===== src/rtl/icache_defines.svh =====
// cache geometry shared by packages and RTL
// the word is fixed at 32 bits to match the 4-byte AXI beat
// a line must hold at least two words
`ifndef ICACHE_DEFINES_SVH
`define ICACHE_DEFINES_SVH

// fetch address width
`define ICACHE_ADDR_W 32

// instruction word width
`define ICACHE_DATA_W 32

// byte offset inside a 16-byte line
`define ICACHE_OFFSET_W 4

// byte inside one word
`define ICACHE_BYTE_OFF_W 2

// word select inside a line
`define ICACHE_WORD_SEL_W (`ICACHE_OFFSET_W - `ICACHE_BYTE_OFF_W)

// words per line, also beats per refill
`define ICACHE_BEATS (1 << `ICACHE_WORD_SEL_W)

// address bits that pick a bank
`define ICACHE_BANK_W 1
`define ICACHE_BANKS (1 << `ICACHE_BANK_W)

// lines per bank are 1 << ICACHE_INDEX_W
`define ICACHE_INDEX_W 3

`define ICACHE_TAG_W (`ICACHE_ADDR_W - `ICACHE_OFFSET_W - `ICACHE_BANK_W - `ICACHE_INDEX_W)

`endif

===== src/rtl/icache_pkg.sv =====
// fetch port and cache-side types
// addr_fields_t must add up to the full address width
`include "icache_defines.svh"

package icache_pkg;

	typedef struct packed {
		logic [`ICACHE_ADDR_W-1:0] addr;
	} fetch_req_t;

	typedef struct packed {
		logic [`ICACHE_DATA_W-1:0] rdata;
	} fetch_rsp_t;

	typedef logic [`ICACHE_TAG_W-1:0]      tag_t;
	typedef logic [`ICACHE_INDEX_W-1:0]    index_t;
	typedef logic [`ICACHE_BANK_W-1:0]     bank_t;
	typedef logic [`ICACHE_WORD_SEL_W-1:0] word_t;

	// fetch address split, msb first
	typedef struct packed {
		tag_t                          tag;
		index_t                        index;
		bank_t                         bank;
		word_t                         word;
		logic [`ICACHE_BYTE_OFF_W-1:0] byte_off; // ignored since fetches are word aligned
	} addr_fields_t;

	// word 0 sits in the low bits
	typedef logic [`ICACHE_BEATS-1:0][`ICACHE_DATA_W-1:0] line_t;

endpackage


===== src/rtl/axi_pkg.sv =====
// AXI4 read channels only, no write side and no rresp
// valid/ready travel beside the structs
`include "icache_defines.svh"

package axi_pkg;

	// read address channel payload
	typedef struct packed {
		logic [`ICACHE_ADDR_W-1:0] addr;
		logic [7:0]                len;   // beats minus one
		logic [2:0]                size;
		logic [1:0]                burst;
	} axi_ar_t;

	// read data channel payload
	typedef struct packed {
		logic [`ICACHE_DATA_W-1:0] data;
		logic                      last;
	} axi_r_t;

	// burst type code for incrementing bursts
	localparam logic [1:0] AXI_BURST_INCR = 2'b01;

	// beat size code for 4 bytes
	localparam logic [2:0] AXI_SIZE_4B = 3'b010;

endpackage


===== src/rtl/banked_icache.sv =====
// read-only banked instruction cache with one fetch outstanding
// fence is legal only between fetches
`include "icache_defines.svh"

module banked_icache
	import axi_pkg::*, icache_pkg::*;
(
	input  logic       clock,
	input  logic       reset,
	input  logic       fetch_sel,
	input  fetch_req_t fetch_req,
	input  logic       fence,
	output logic       fetch_ready,
	output fetch_rsp_t fetch_rsp,
	output logic       m_ar_valid,
	output axi_ar_t    m_ar,
	input  logic       m_ar_ready,
	input  logic       m_r_valid,
	input  axi_r_t     m_r,
	output logic       m_r_ready
);
	logic [`ICACHE_BANKS-1:0] bank_sel;
	logic [`ICACHE_BANKS-1:0] bank_ready;
	logic                     bank_fence;
	fetch_rsp_t               bank_rsp [`ICACHE_BANKS];
	logic [`ICACHE_BANKS-1:0] ar_valid;
	axi_ar_t                  ar [`ICACHE_BANKS];
	logic [`ICACHE_BANKS-1:0] ar_ready;
	logic [`ICACHE_BANKS-1:0] r_valid;
	axi_r_t                   r;
	logic [`ICACHE_BANKS-1:0] r_ready;

	fetch_steer u_steer (
		.clock       (clock),
		.reset       (reset),
		.fetch_sel   (fetch_sel),
		.fetch_req   (fetch_req),
		.fence       (fence),
		.fetch_ready (fetch_ready),
		.fetch_rsp   (fetch_rsp),
		.bank_sel    (bank_sel),
		.bank_fence  (bank_fence),
		.bank_ready  (bank_ready),
		.bank_rsp    (bank_rsp)
	);

	for (genvar g = 0; g < `ICACHE_BANKS; g++) begin : g_bank
		icache_bank u_bank (
			.clock    (clock),
			.reset    (reset),
			.sel      (bank_sel[g]),
			.req      (fetch_req),
			.fence    (bank_fence),
			.ready    (bank_ready[g]),
			.rsp      (bank_rsp[g]),
			.ar_valid (ar_valid[g]),
			.ar       (ar[g]),
			.ar_ready (ar_ready[g]),
			.r_valid  (r_valid[g]),
			.r        (r),
			.r_ready  (r_ready[g])
		);
	end

	refill_mux u_refill (
		.clock         (clock),
		.reset         (reset),
		.bank_ar_valid (ar_valid),
		.bank_ar       (ar),
		.bank_ar_ready (ar_ready),
		.bank_r_valid  (r_valid),
		.bank_r        (r),
		.bank_r_ready  (r_ready),
		.m_ar_valid    (m_ar_valid),
		.m_ar          (m_ar),
		.m_ar_ready    (m_ar_ready),
		.m_r_valid     (m_r_valid),
		.m_r           (m_r),
		.m_r_ready     (m_r_ready)
	);

endmodule


===== src/rtl/refill_mux.sv =====
// merges the banks' refill bursts onto one AXI read port
// fixed priority with the lowest bank first
// one burst in flight at a time
`include "icache_defines.svh"

module refill_mux
	import axi_pkg::*;
(
	input  logic                     clock,
	input  logic                     reset,
	input  logic [`ICACHE_BANKS-1:0] bank_ar_valid,
	input  axi_ar_t                  bank_ar [`ICACHE_BANKS],
	output logic [`ICACHE_BANKS-1:0] bank_ar_ready,
	output logic [`ICACHE_BANKS-1:0] bank_r_valid,
	output axi_r_t                   bank_r,
	input  logic [`ICACHE_BANKS-1:0] bank_r_ready,
	output logic                     m_ar_valid,
	output axi_ar_t                  m_ar,
	input  logic                     m_ar_ready,
	input  logic                     m_r_valid,
	input  axi_r_t                   m_r,
	output logic                     m_r_ready
);
	logic                      locked;
	logic [`ICACHE_BANK_W-1:0] grant;
	logic [`ICACHE_BANK_W-1:0] pick;

	always_comb begin
		pick = '0;
		for (int i = `ICACHE_BANKS - 1; i >= 0; i--) begin
			if (bank_ar_valid[i]) begin
				pick = i[`ICACHE_BANK_W-1:0]; // last hit is the lowest bank
			end
		end
	end

	assign m_ar_valid = !locked && (|bank_ar_valid);
	assign m_ar       = bank_ar[pick];

	always_comb begin
		bank_ar_ready       = '0;
		bank_ar_ready[pick] = m_ar_ready && !locked;
	end

	always_comb begin
		bank_r_valid        = '0;
		bank_r_valid[grant] = m_r_valid && locked;
	end

	assign bank_r    = m_r; // data and last are shared while valid is steered
	assign m_r_ready = locked && bank_r_ready[grant];

	always_ff @(posedge clock) begin
		if (reset) begin
			locked <= 1'b0;
			grant  <= '0;
		end else if (!locked && m_ar_valid && m_ar_ready) begin
			locked <= 1'b1;
			grant  <= pick;
		end else if (locked && m_r_valid && m_r_ready && m_r.last) begin
			locked <= 1'b0; // burst done
		end
	end

	// memory answers only bursts it has accepted
	assert property (@(posedge clock) disable iff (reset)
		m_r_valid |-> locked);

endmodule


===== src/rtl/fetch_steer.sv =====
// routes a fetch to the bank named by its bank bit
// fence goes to every bank and must not overlap a fetch
`include "icache_defines.svh"

module fetch_steer
	import icache_pkg::*;
(
	input  logic                     clock,
	input  logic                     reset,
	input  logic                     fetch_sel,
	input  fetch_req_t               fetch_req,
	input  logic                     fence,
	output logic                     fetch_ready,
	output fetch_rsp_t               fetch_rsp,
	output logic [`ICACHE_BANKS-1:0] bank_sel,
	output logic                     bank_fence,
	input  logic [`ICACHE_BANKS-1:0] bank_ready,
	input  fetch_rsp_t               bank_rsp [`ICACHE_BANKS]
);
	addr_fields_t fields;

	assign fields = addr_fields_t'(fetch_req.addr);

	always_comb begin
		bank_sel              = '0;
		bank_sel[fields.bank] = fetch_sel; // one-hot select
	end

	assign fetch_ready = bank_ready[fields.bank];
	assign fetch_rsp   = bank_rsp[fields.bank];
	assign bank_fence  = fence;

	assert property (@(posedge clock) disable iff (reset)
		!(fence && fetch_sel));

	// only the bank that owns the fetch may answer
	assert property (@(posedge clock) disable iff (reset)
		$onehot0(bank_ready));

endmodule


===== src/rtl/icache_bank.sv =====
// one direct-mapped bank that serves one fetch at a time
// refill is a single line-aligned INCR burst of ICACHE_BEATS words
// the core must hold req stable until ready
`include "icache_defines.svh"

module icache_bank
	import axi_pkg::*, icache_pkg::*;
(
	input  logic       clock,
	input  logic       reset,
	input  logic       sel,
	input  fetch_req_t req,
	input  logic       fence,
	output logic       ready,
	output fetch_rsp_t rsp,
	output logic       ar_valid,
	output axi_ar_t    ar,
	input  logic       ar_ready,
	input  logic       r_valid,
	input  axi_r_t     r,
	output logic       r_ready
);
	localparam int LINES = 1 << `ICACHE_INDEX_W;

	typedef enum logic [2:0] {
		ST_IDLE   = 3'b000,
		ST_CHECK  = 3'b001,
		ST_AR     = 3'b010,
		ST_LOAD   = 3'b011,
		ST_PASS   = 3'b100,
		ST_UPDATE = 3'b101,
		ST_FENCE  = 3'b111
	} state_t;

	state_t           state;
	state_t           next_state;
	addr_fields_t     fields;
	tag_t             tags  [LINES];
	line_t            lines [LINES];
	logic [LINES-1:0] valid;
	logic             hit;

	assign fields = addr_fields_t'(req.addr);
	assign hit    = valid[fields.index] && (tags[fields.index] == fields.tag);

	always_ff @(posedge clock) begin
		if (reset) begin
			state <= ST_IDLE;
		end else begin
			state <= next_state;
		end
	end

	always_comb begin
		next_state = state;
		case (state)
			ST_IDLE: begin
				if (sel) begin
					next_state = ST_CHECK;
				end else if (fence) begin
					next_state = ST_FENCE;
				end
			end
			ST_CHECK: begin
				if (!sel) begin
					// core moved on to another bank or went quiet
					next_state = fence ? ST_FENCE : ST_IDLE;
				end else if (hit) begin
					next_state = ST_PASS;
				end else begin
					next_state = ST_AR;
				end
			end
			ST_AR: begin
				if (ar_ready) begin
					next_state = ST_LOAD;
				end
			end
			ST_LOAD: begin
				if (r_valid && r.last) begin
					next_state = ST_UPDATE;
				end
			end
			ST_UPDATE: next_state = ST_PASS;
			ST_PASS: begin
				if (sel) begin
					next_state = ST_CHECK; // back-to-back fetch
				end else if (fence) begin
					next_state = ST_FENCE;
				end else begin
					next_state = ST_IDLE;
				end
			end
			ST_FENCE: next_state = ST_IDLE;
			default:  next_state = ST_IDLE;
		endcase
	end

	always_ff @(posedge clock) begin
		if (reset) begin
			valid <= '0;
		end else if (state == ST_FENCE) begin
			valid <= '0;
		end else if (state == ST_CHECK && sel && !hit) begin
			valid[fields.index] <= 1'b0; // old line gets overwritten by the refill
		end else if (state == ST_UPDATE) begin
			valid[fields.index] <= 1'b1;
		end
	end

	always_ff @(posedge clock) begin
		if (state == ST_UPDATE) begin
			tags[fields.index] <= fields.tag;
		end
		if (state == ST_LOAD && r_valid) begin
			// beats shift in from the top so word 0 ends at the bottom
			lines[fields.index] <= {r.data, lines[fields.index][`ICACHE_BEATS-1:1]};
		end
	end

	assign ready     = (state == ST_PASS);
	assign rsp.rdata = lines[fields.index][fields.word];

	assign ar_valid = (state == ST_AR);
	assign ar.addr  = {fields.tag, fields.index, fields.bank, {`ICACHE_OFFSET_W{1'b0}}};
	assign ar.len   = 8'(`ICACHE_BEATS - 1);
	assign ar.size  = AXI_SIZE_4B;
	assign ar.burst = AXI_BURST_INCR;
	assign r_ready  = (state == ST_LOAD);

	// request held by the core, so the AR payload cannot move while waiting
	assert property (@(posedge clock) disable iff (reset)
		ar_valid && !ar_ready |=> $stable(ar));

	// the refill mux only offers beats to a bank that is loading
	assert property (@(posedge clock) disable iff (reset)
		r_valid |-> r_ready);

endmodule


===== config.mk =====
export PLATFORM = sky130hd
export DESIGN_NAME = banked_icache
export DESIGN_NICKNAME = d
export VERILOG_FILES = /design/src/rtl/icache_pkg.sv /design/src/rtl/axi_pkg.sv /design/src/rtl/banked_icache.sv /design/src/rtl/refill_mux.sv /design/src/rtl/fetch_steer.sv /design/src/rtl/icache_bank.sv
export VERILOG_INCLUDE_DIRS = /design/src /design/src/rtl
export SDC_FILE = /design/constraint.sdc
export NUM_CORES = 2
export LEC_CHECK = 0
export BUFFER_PORTS_ARGS = -buffer_cell sky130_fd_sc_hd__buf_2
export CAP_MARGIN = 10
export CORE_ASPECT_RATIO = 1.4
export CORE_MARGIN = 3
export CORE_UTILIZATION = 52
export CTS_CLUSTER_SIZE = 8
export DETAILED_ROUTE_END_ITERATION = 6
export PLACE_DENSITY = 0.65
export SYNTH_ARGS = -nofsm -noshare
export SYNTH_HDL_FRONTEND = slang
export SYNTH_SLANG_ARGS = --single-unit

===== constraint.sdc =====
create_clock -name clock -period 23.8 [get_ports clock]
set_clock_uncertainty 0.05 [all_clocks]
set_input_delay 1.19 -clock clock [delete_from_list [all_inputs] [get_ports clock]]
set_output_delay 1.19 -clock clock [all_outputs]
set_load 0.02 [all_outputs]

Yosys cells after proc, flatten, opt, wreduce, memory -nomap -nowiden

Memory sizes are Yosys's and may differ from the RTL's.
Cells that the tools add are included.
W data, S select, Z words.

Flip-flop bits (word level): 24
Memory bits (writable): 2432
Input bits: 71
Output and inout port bits: 80
Logic and storage cells: 143
Memories: 4

Memories:

| memory                 | depth | bits a word | read ports | clocked after memory_dff | write ports | line              | source |
|---|---|---|---|---|---|---|---|
| g_bank[0].u_bank.lines | 8     | 128         | 1          | 0                        | 1           | icache_bank.sv:39 | `line_t lines [LINES];` |
| g_bank[1].u_bank.lines | 8     | 128         | 1          | 0                        | 1           | icache_bank.sv:39 |  |
| g_bank[0].u_bank.tags  | 8     | 24          | 1          | 0                        | 1           | icache_bank.sv:38 | `tag_t tags [LINES];` |
| g_bank[1].u_bank.tags  | 8     | 24          | 1          | 0                        | 1           | icache_bank.sv:38 |  |

Order comparisons: 11
Eq/ne operators: 20
Mux-type cells: 57
Bitwise logic cells: 10
Reduce and logical (&&, ||, !) cells: 35

Operators with widths:

| operator             | number |
|---|---|
| $mux W32             | 5 |
| $bmux W32 S2         | 2 |
| $mux W45             | 2 |
| $eq A24 B24 Y1       | 2 |
| $mux W3              | 14 |
| $pmux W3 S6          | 2 |
| $mux W8              | 4 |
| $logic_and A1 B1 Y1  | 22 |
| $mux W1              | 22 |
| $eq A3 B3 Y1 const B | 6 |
| $and A8 B8 Y8        | 2 |
| $or A8 B8 Y8         | 2 |
| $eq A3 B2 Y1 const B | 4 |
| $ne A2 B2 Y1 const B | 4 |
| $not A8 Y8           | 1 |
| $and A2 B2 Y2        | 3 |
| $bmux W1 S3          | 2 |
| $eq A3 B1 Y1 const B | 2 |
| $logic_not A3 Y1     | 2 |
| $lt A1 B2 Y1 const B | 3 |
| $ne A3 B3 Y1 const B | 2 |
| $reduce_and A3 Y1    | 2 |
| $reduce_bool A2 Y1   | 3 |
| $reduce_or A2 Y1     | 3 |
| other kinds (9)      | 17 |

Longest topological paths before layout

Depth after elaboration: 10
Gate-level depth with buffers: 13
Depth with buffers taken out: 7

Cells and area by module

Synthesis repeated with hierarchy kept, for this count alone.

Cells, all modules: 5224
Area, all modules: 94214.1 um^2

By module, submodules not included:

| module                          | instances | cells each | area an instance (um^2) | seq. area each (um^2) |
|---|---|---|---|---|
| icache_bank at g_bank[0].u_bank | 1         | 2588       | 46592.2                 | 36735.2 |
| icache_bank at g_bank[1].u_bank | 1         | 2493       | 45910.3                 | 36735.2 |
| refill_mux                      | 1         | 103        | 1148.6                  | 40.0 |
| fetch_steer                     | 1         | 40         | 563.0                   | 0.0 |

Least setup slack after synthesis

Ideal clock, no wire load.

Path kind: input -> register
Start point: in fetch_req[7] in the netlist's numbering
End point: mem g_bank[0].u_bank.lines[5][0] in the netlist's numbering (enable)
Setup time: 0.617 ns
Arrival: 8.090 ns
Data required time: 23.133 ns
Setup slack: 15.042 ns
Cell stages on the path: 9
Path buffers: 7
Cell sequence: buf_4 buf_2 buf_2 buf_2 buf_4 buf_4 buf_2 nand2_1 nor2_1

RTL lines:

| item            | line                | source |
|---|---|---|
| start, declared | banked_icache.sv:11 | `input fetch_req_t fetch_req,` |
| end, declared   | icache_bank.sv:39   |  |

No word-level cell before the write port.

==> out/metrics.cfg <==
[clock_tree]
cts_sinks = 2456
cts_resized = 0
clockBufferDepth = 4
root_buffer = clkbuf_16
postCtsSetupBuffers = 0
tritoncts = built
clk_pin_slew_ps = 50
clkLatencyLatePin_ps = 940
cts_buffers = 356
htree_levels = 5
postCtsHoldBufs = 0

[place]
gp_congestion = 0.784
dpl_cell_area_um2 = 98900
numPortBuffers = 131
place_inst = 7701
place_ws_ps = 15770
hpwl_mm = 134

[sta]
rsz0062_at_grt = false
holdWs_ps = 483
max_slew.worst_pin.slew_ps = 1260
finalMaxSlewViolations = 0
min_period_ps = 8080
timing.setup.tns_ps = 0
post-route-period-util = 0.340
fmax_ghz = 0.124
setup_viol = 0
hold_viol = 0
relSlewSlack = 0.147
layout_setup_ws_ps = 15720

[worst_setup_path]
end_kind = output port
crit_arrival_ps = 6840
r2r_cells = 7
r2r-end = g_bank[1].u_bank.lines[3][52]
crit_required_ps = 22560
criticalPathCategory = in2out
start_kind = input pin
crit-reg2reg-launch = g_bank[1].u_bank.state[1]
ff2ff_setup_slack_ps = 18700
worstPathMaxFanout = 63

[yosys]
yosysWarnings = 0
yosysSeqAreaShare = 0.769
async_reset_ff_frac = 0
ys_types = 75
netlist_area_um2 = 95500
ys_ff_latch = 2456
syn_area_per_cell_um2 = 17.8
synth_edf_count = 2432
netlist_instances = 5375
synth-main-ff-cell = edfxtp_1

[power_and_ir_drop]
cellPowerDensity_nw_per_um2 = 90.3
ir_drop_v = 0.0000699
power_leakage_nw = 35.1
finalPower_mw = 9.79

[drt]
route.detailed.drc = 4
vias_per_cell = 6.63
drtAntennaViolNets = 0
first_iter_violations = 5776
dr.pass1.iters = 7
routed_wl_mm = 265
num_vias = 54008
wl_per_cell_um = 32.6

[floorplan]
initial_utilization = 0.524
core_um2 = 182000
ios = 151
die_h_um = 513
fp-row-count = 185
die_area_um2 = 189000
die_width_um = 368

[grt]
use_met2 = 0.472
grt_use_met3 = 0.0479
grt_pass1_vias = 54735
antenna_found_initial = 21
grt_start_max_net_pins = 128
busiest_layer = met2
grt_usage = 0.280
grt_pass1_wl_mm = 384
met1_usage = 0.362
overflow = 0

[run_status]
violations = DRC
status = finished with violations

[final_layout]
final_util = 0.595
stdcell_area_um2 = 108000
area_growth_pct = 13.4
multiInputGateArea_um2 = 20400
final-seq-area_um2 = 73500
mostFrequentLayoutCell = edfxtp_1
fillers = 13222
drive_gt1_frac = 0.188
fin_cells = 8147
nets = 5699
layout_common_cells = edfxtp_1 (2432), mux2i_1 (372), clkbuf_16 (364)

[hold_path]
min_path_cells = 1
hold_path.class = reg2reg

[flow_run]
drv_cap = 0

==> synthesized netlist by cell type, types with 24 or more instances <==
cell	instances	share of area
o2bb2ai_1	29	0.0027
a21oi_1	194	0.010
mux2_2	263	0.031
mux4_2	84	0.020
nor2_1	252	0.0099
buf_2	131	0.0069
o21ai_0	176	0.0092
clkbuf_1	131	0.0051
a211oi_1	26	0.0020
o211ai_1	30	0.0024
a221o_1	65	0.0068
o22ai_1	46	0.0030
dfxtp_1	24	0.0050
a221oi_1	216	0.020
mux2i_1	372	0.039
nand3_1	40	0.0021
o221ai_1	49	0.0045
a22oi_1	213	0.017
buf_1	59	0.0023
buf_4	72	0.0057
a22o_1	39	0.0036
edfxtp_1	2432	0.76
nand2_1	162	0.0064
==> worst max path at each step <==
stage,slack (ps),from,cells past startpoint,end
after global placement,15820,fetch_req[7],12,fetch_rsp[6]
after detailed placement,15770,fetch_req[7],12,fetch_rsp[6]
after global routing,15480,fetch_req[7],12,fetch_rsp[6]
after CTS,15780,fetch_req[7],12,fetch_rsp[6]
after floorplan,15040,fetch_req[7],9,g_bank[0].u_bank.lines[5][0]
final,15720,fetch_req[7],13,fetch_rsp[23]
==> worst max-delay path: stages <==
cell and delay, ps:
buf_8 500, buf_4 580, buf_4 590, buf_4 620
buf_4 850, mux2i_1 170, nor2_1 120, a21oi_1 50
o221ai_1 740, mux2_2 310, o221ai_1 170, o21ai_0 530
buf_2 270
==> flip-flops by register name, indices dropped and copies added (netlist names), named ones only <==
| register | flops |
|---|---|
| g_bank.u_bank.state | 6 |
| g_bank.u_bank.tags | 384 |
| g_bank.u_bank.lines | 2048 |
| u_refill.grant | 1 |
| u_refill.locked | 1 |
==> cell type report <==
type / count / share of cell area
Antenna cell: 12 / 0.000277
Clock buffer: 427 / 0.0863
Clock inverter: 7 / 0.000774
Inverter: 10 / 0.000485
Multi-Input combinational cell: 2528 / 0.188
Sequential cell: 2456 / 0.678
Tap cell: 2431 / 0.0281
Timing Repair Buffer: 276 / 0.0174
==> cells by family (layout without fill, tap and decap cells) <==
logic type / count (synthesis) / count (layout) / share of synthesized area
xor gates and xnor gates: 23 / 23 / 0.00211
buffers and inverters: 406 / 720 / 0.0207
and+or+nand+nor: 571 / 571 / 0.0268
muxes: 720 / 720 / 0.0899
other: 2 / 29 / 0.0000786
AOI/OAI and AO/OA: 1197 / 1197 / 0.0910
DFF: 2456 / 2456 / 0.769
==> routing by layer <==
layer | routed length, µm | vias to the layer above
met5 | 69 | -
met4 | 10400 | 10
met3 | 23500 | 577
met2 | 133000 | 2910
met1 | 98700 | 28144
li1 | - | 22367
==> report_power, final <==
group | switching [mW] | internal (mW) | leakage [nW] | total [mW]
sequential | 0.0182 | 4.82 | 22.1 | 4.84
clock | 1.68 | 2.70 | 4.60 | 4.38
combinational | 0.405 | 0.167 | 8.44 | 0.572
Power figures use the tool's default switching activity.
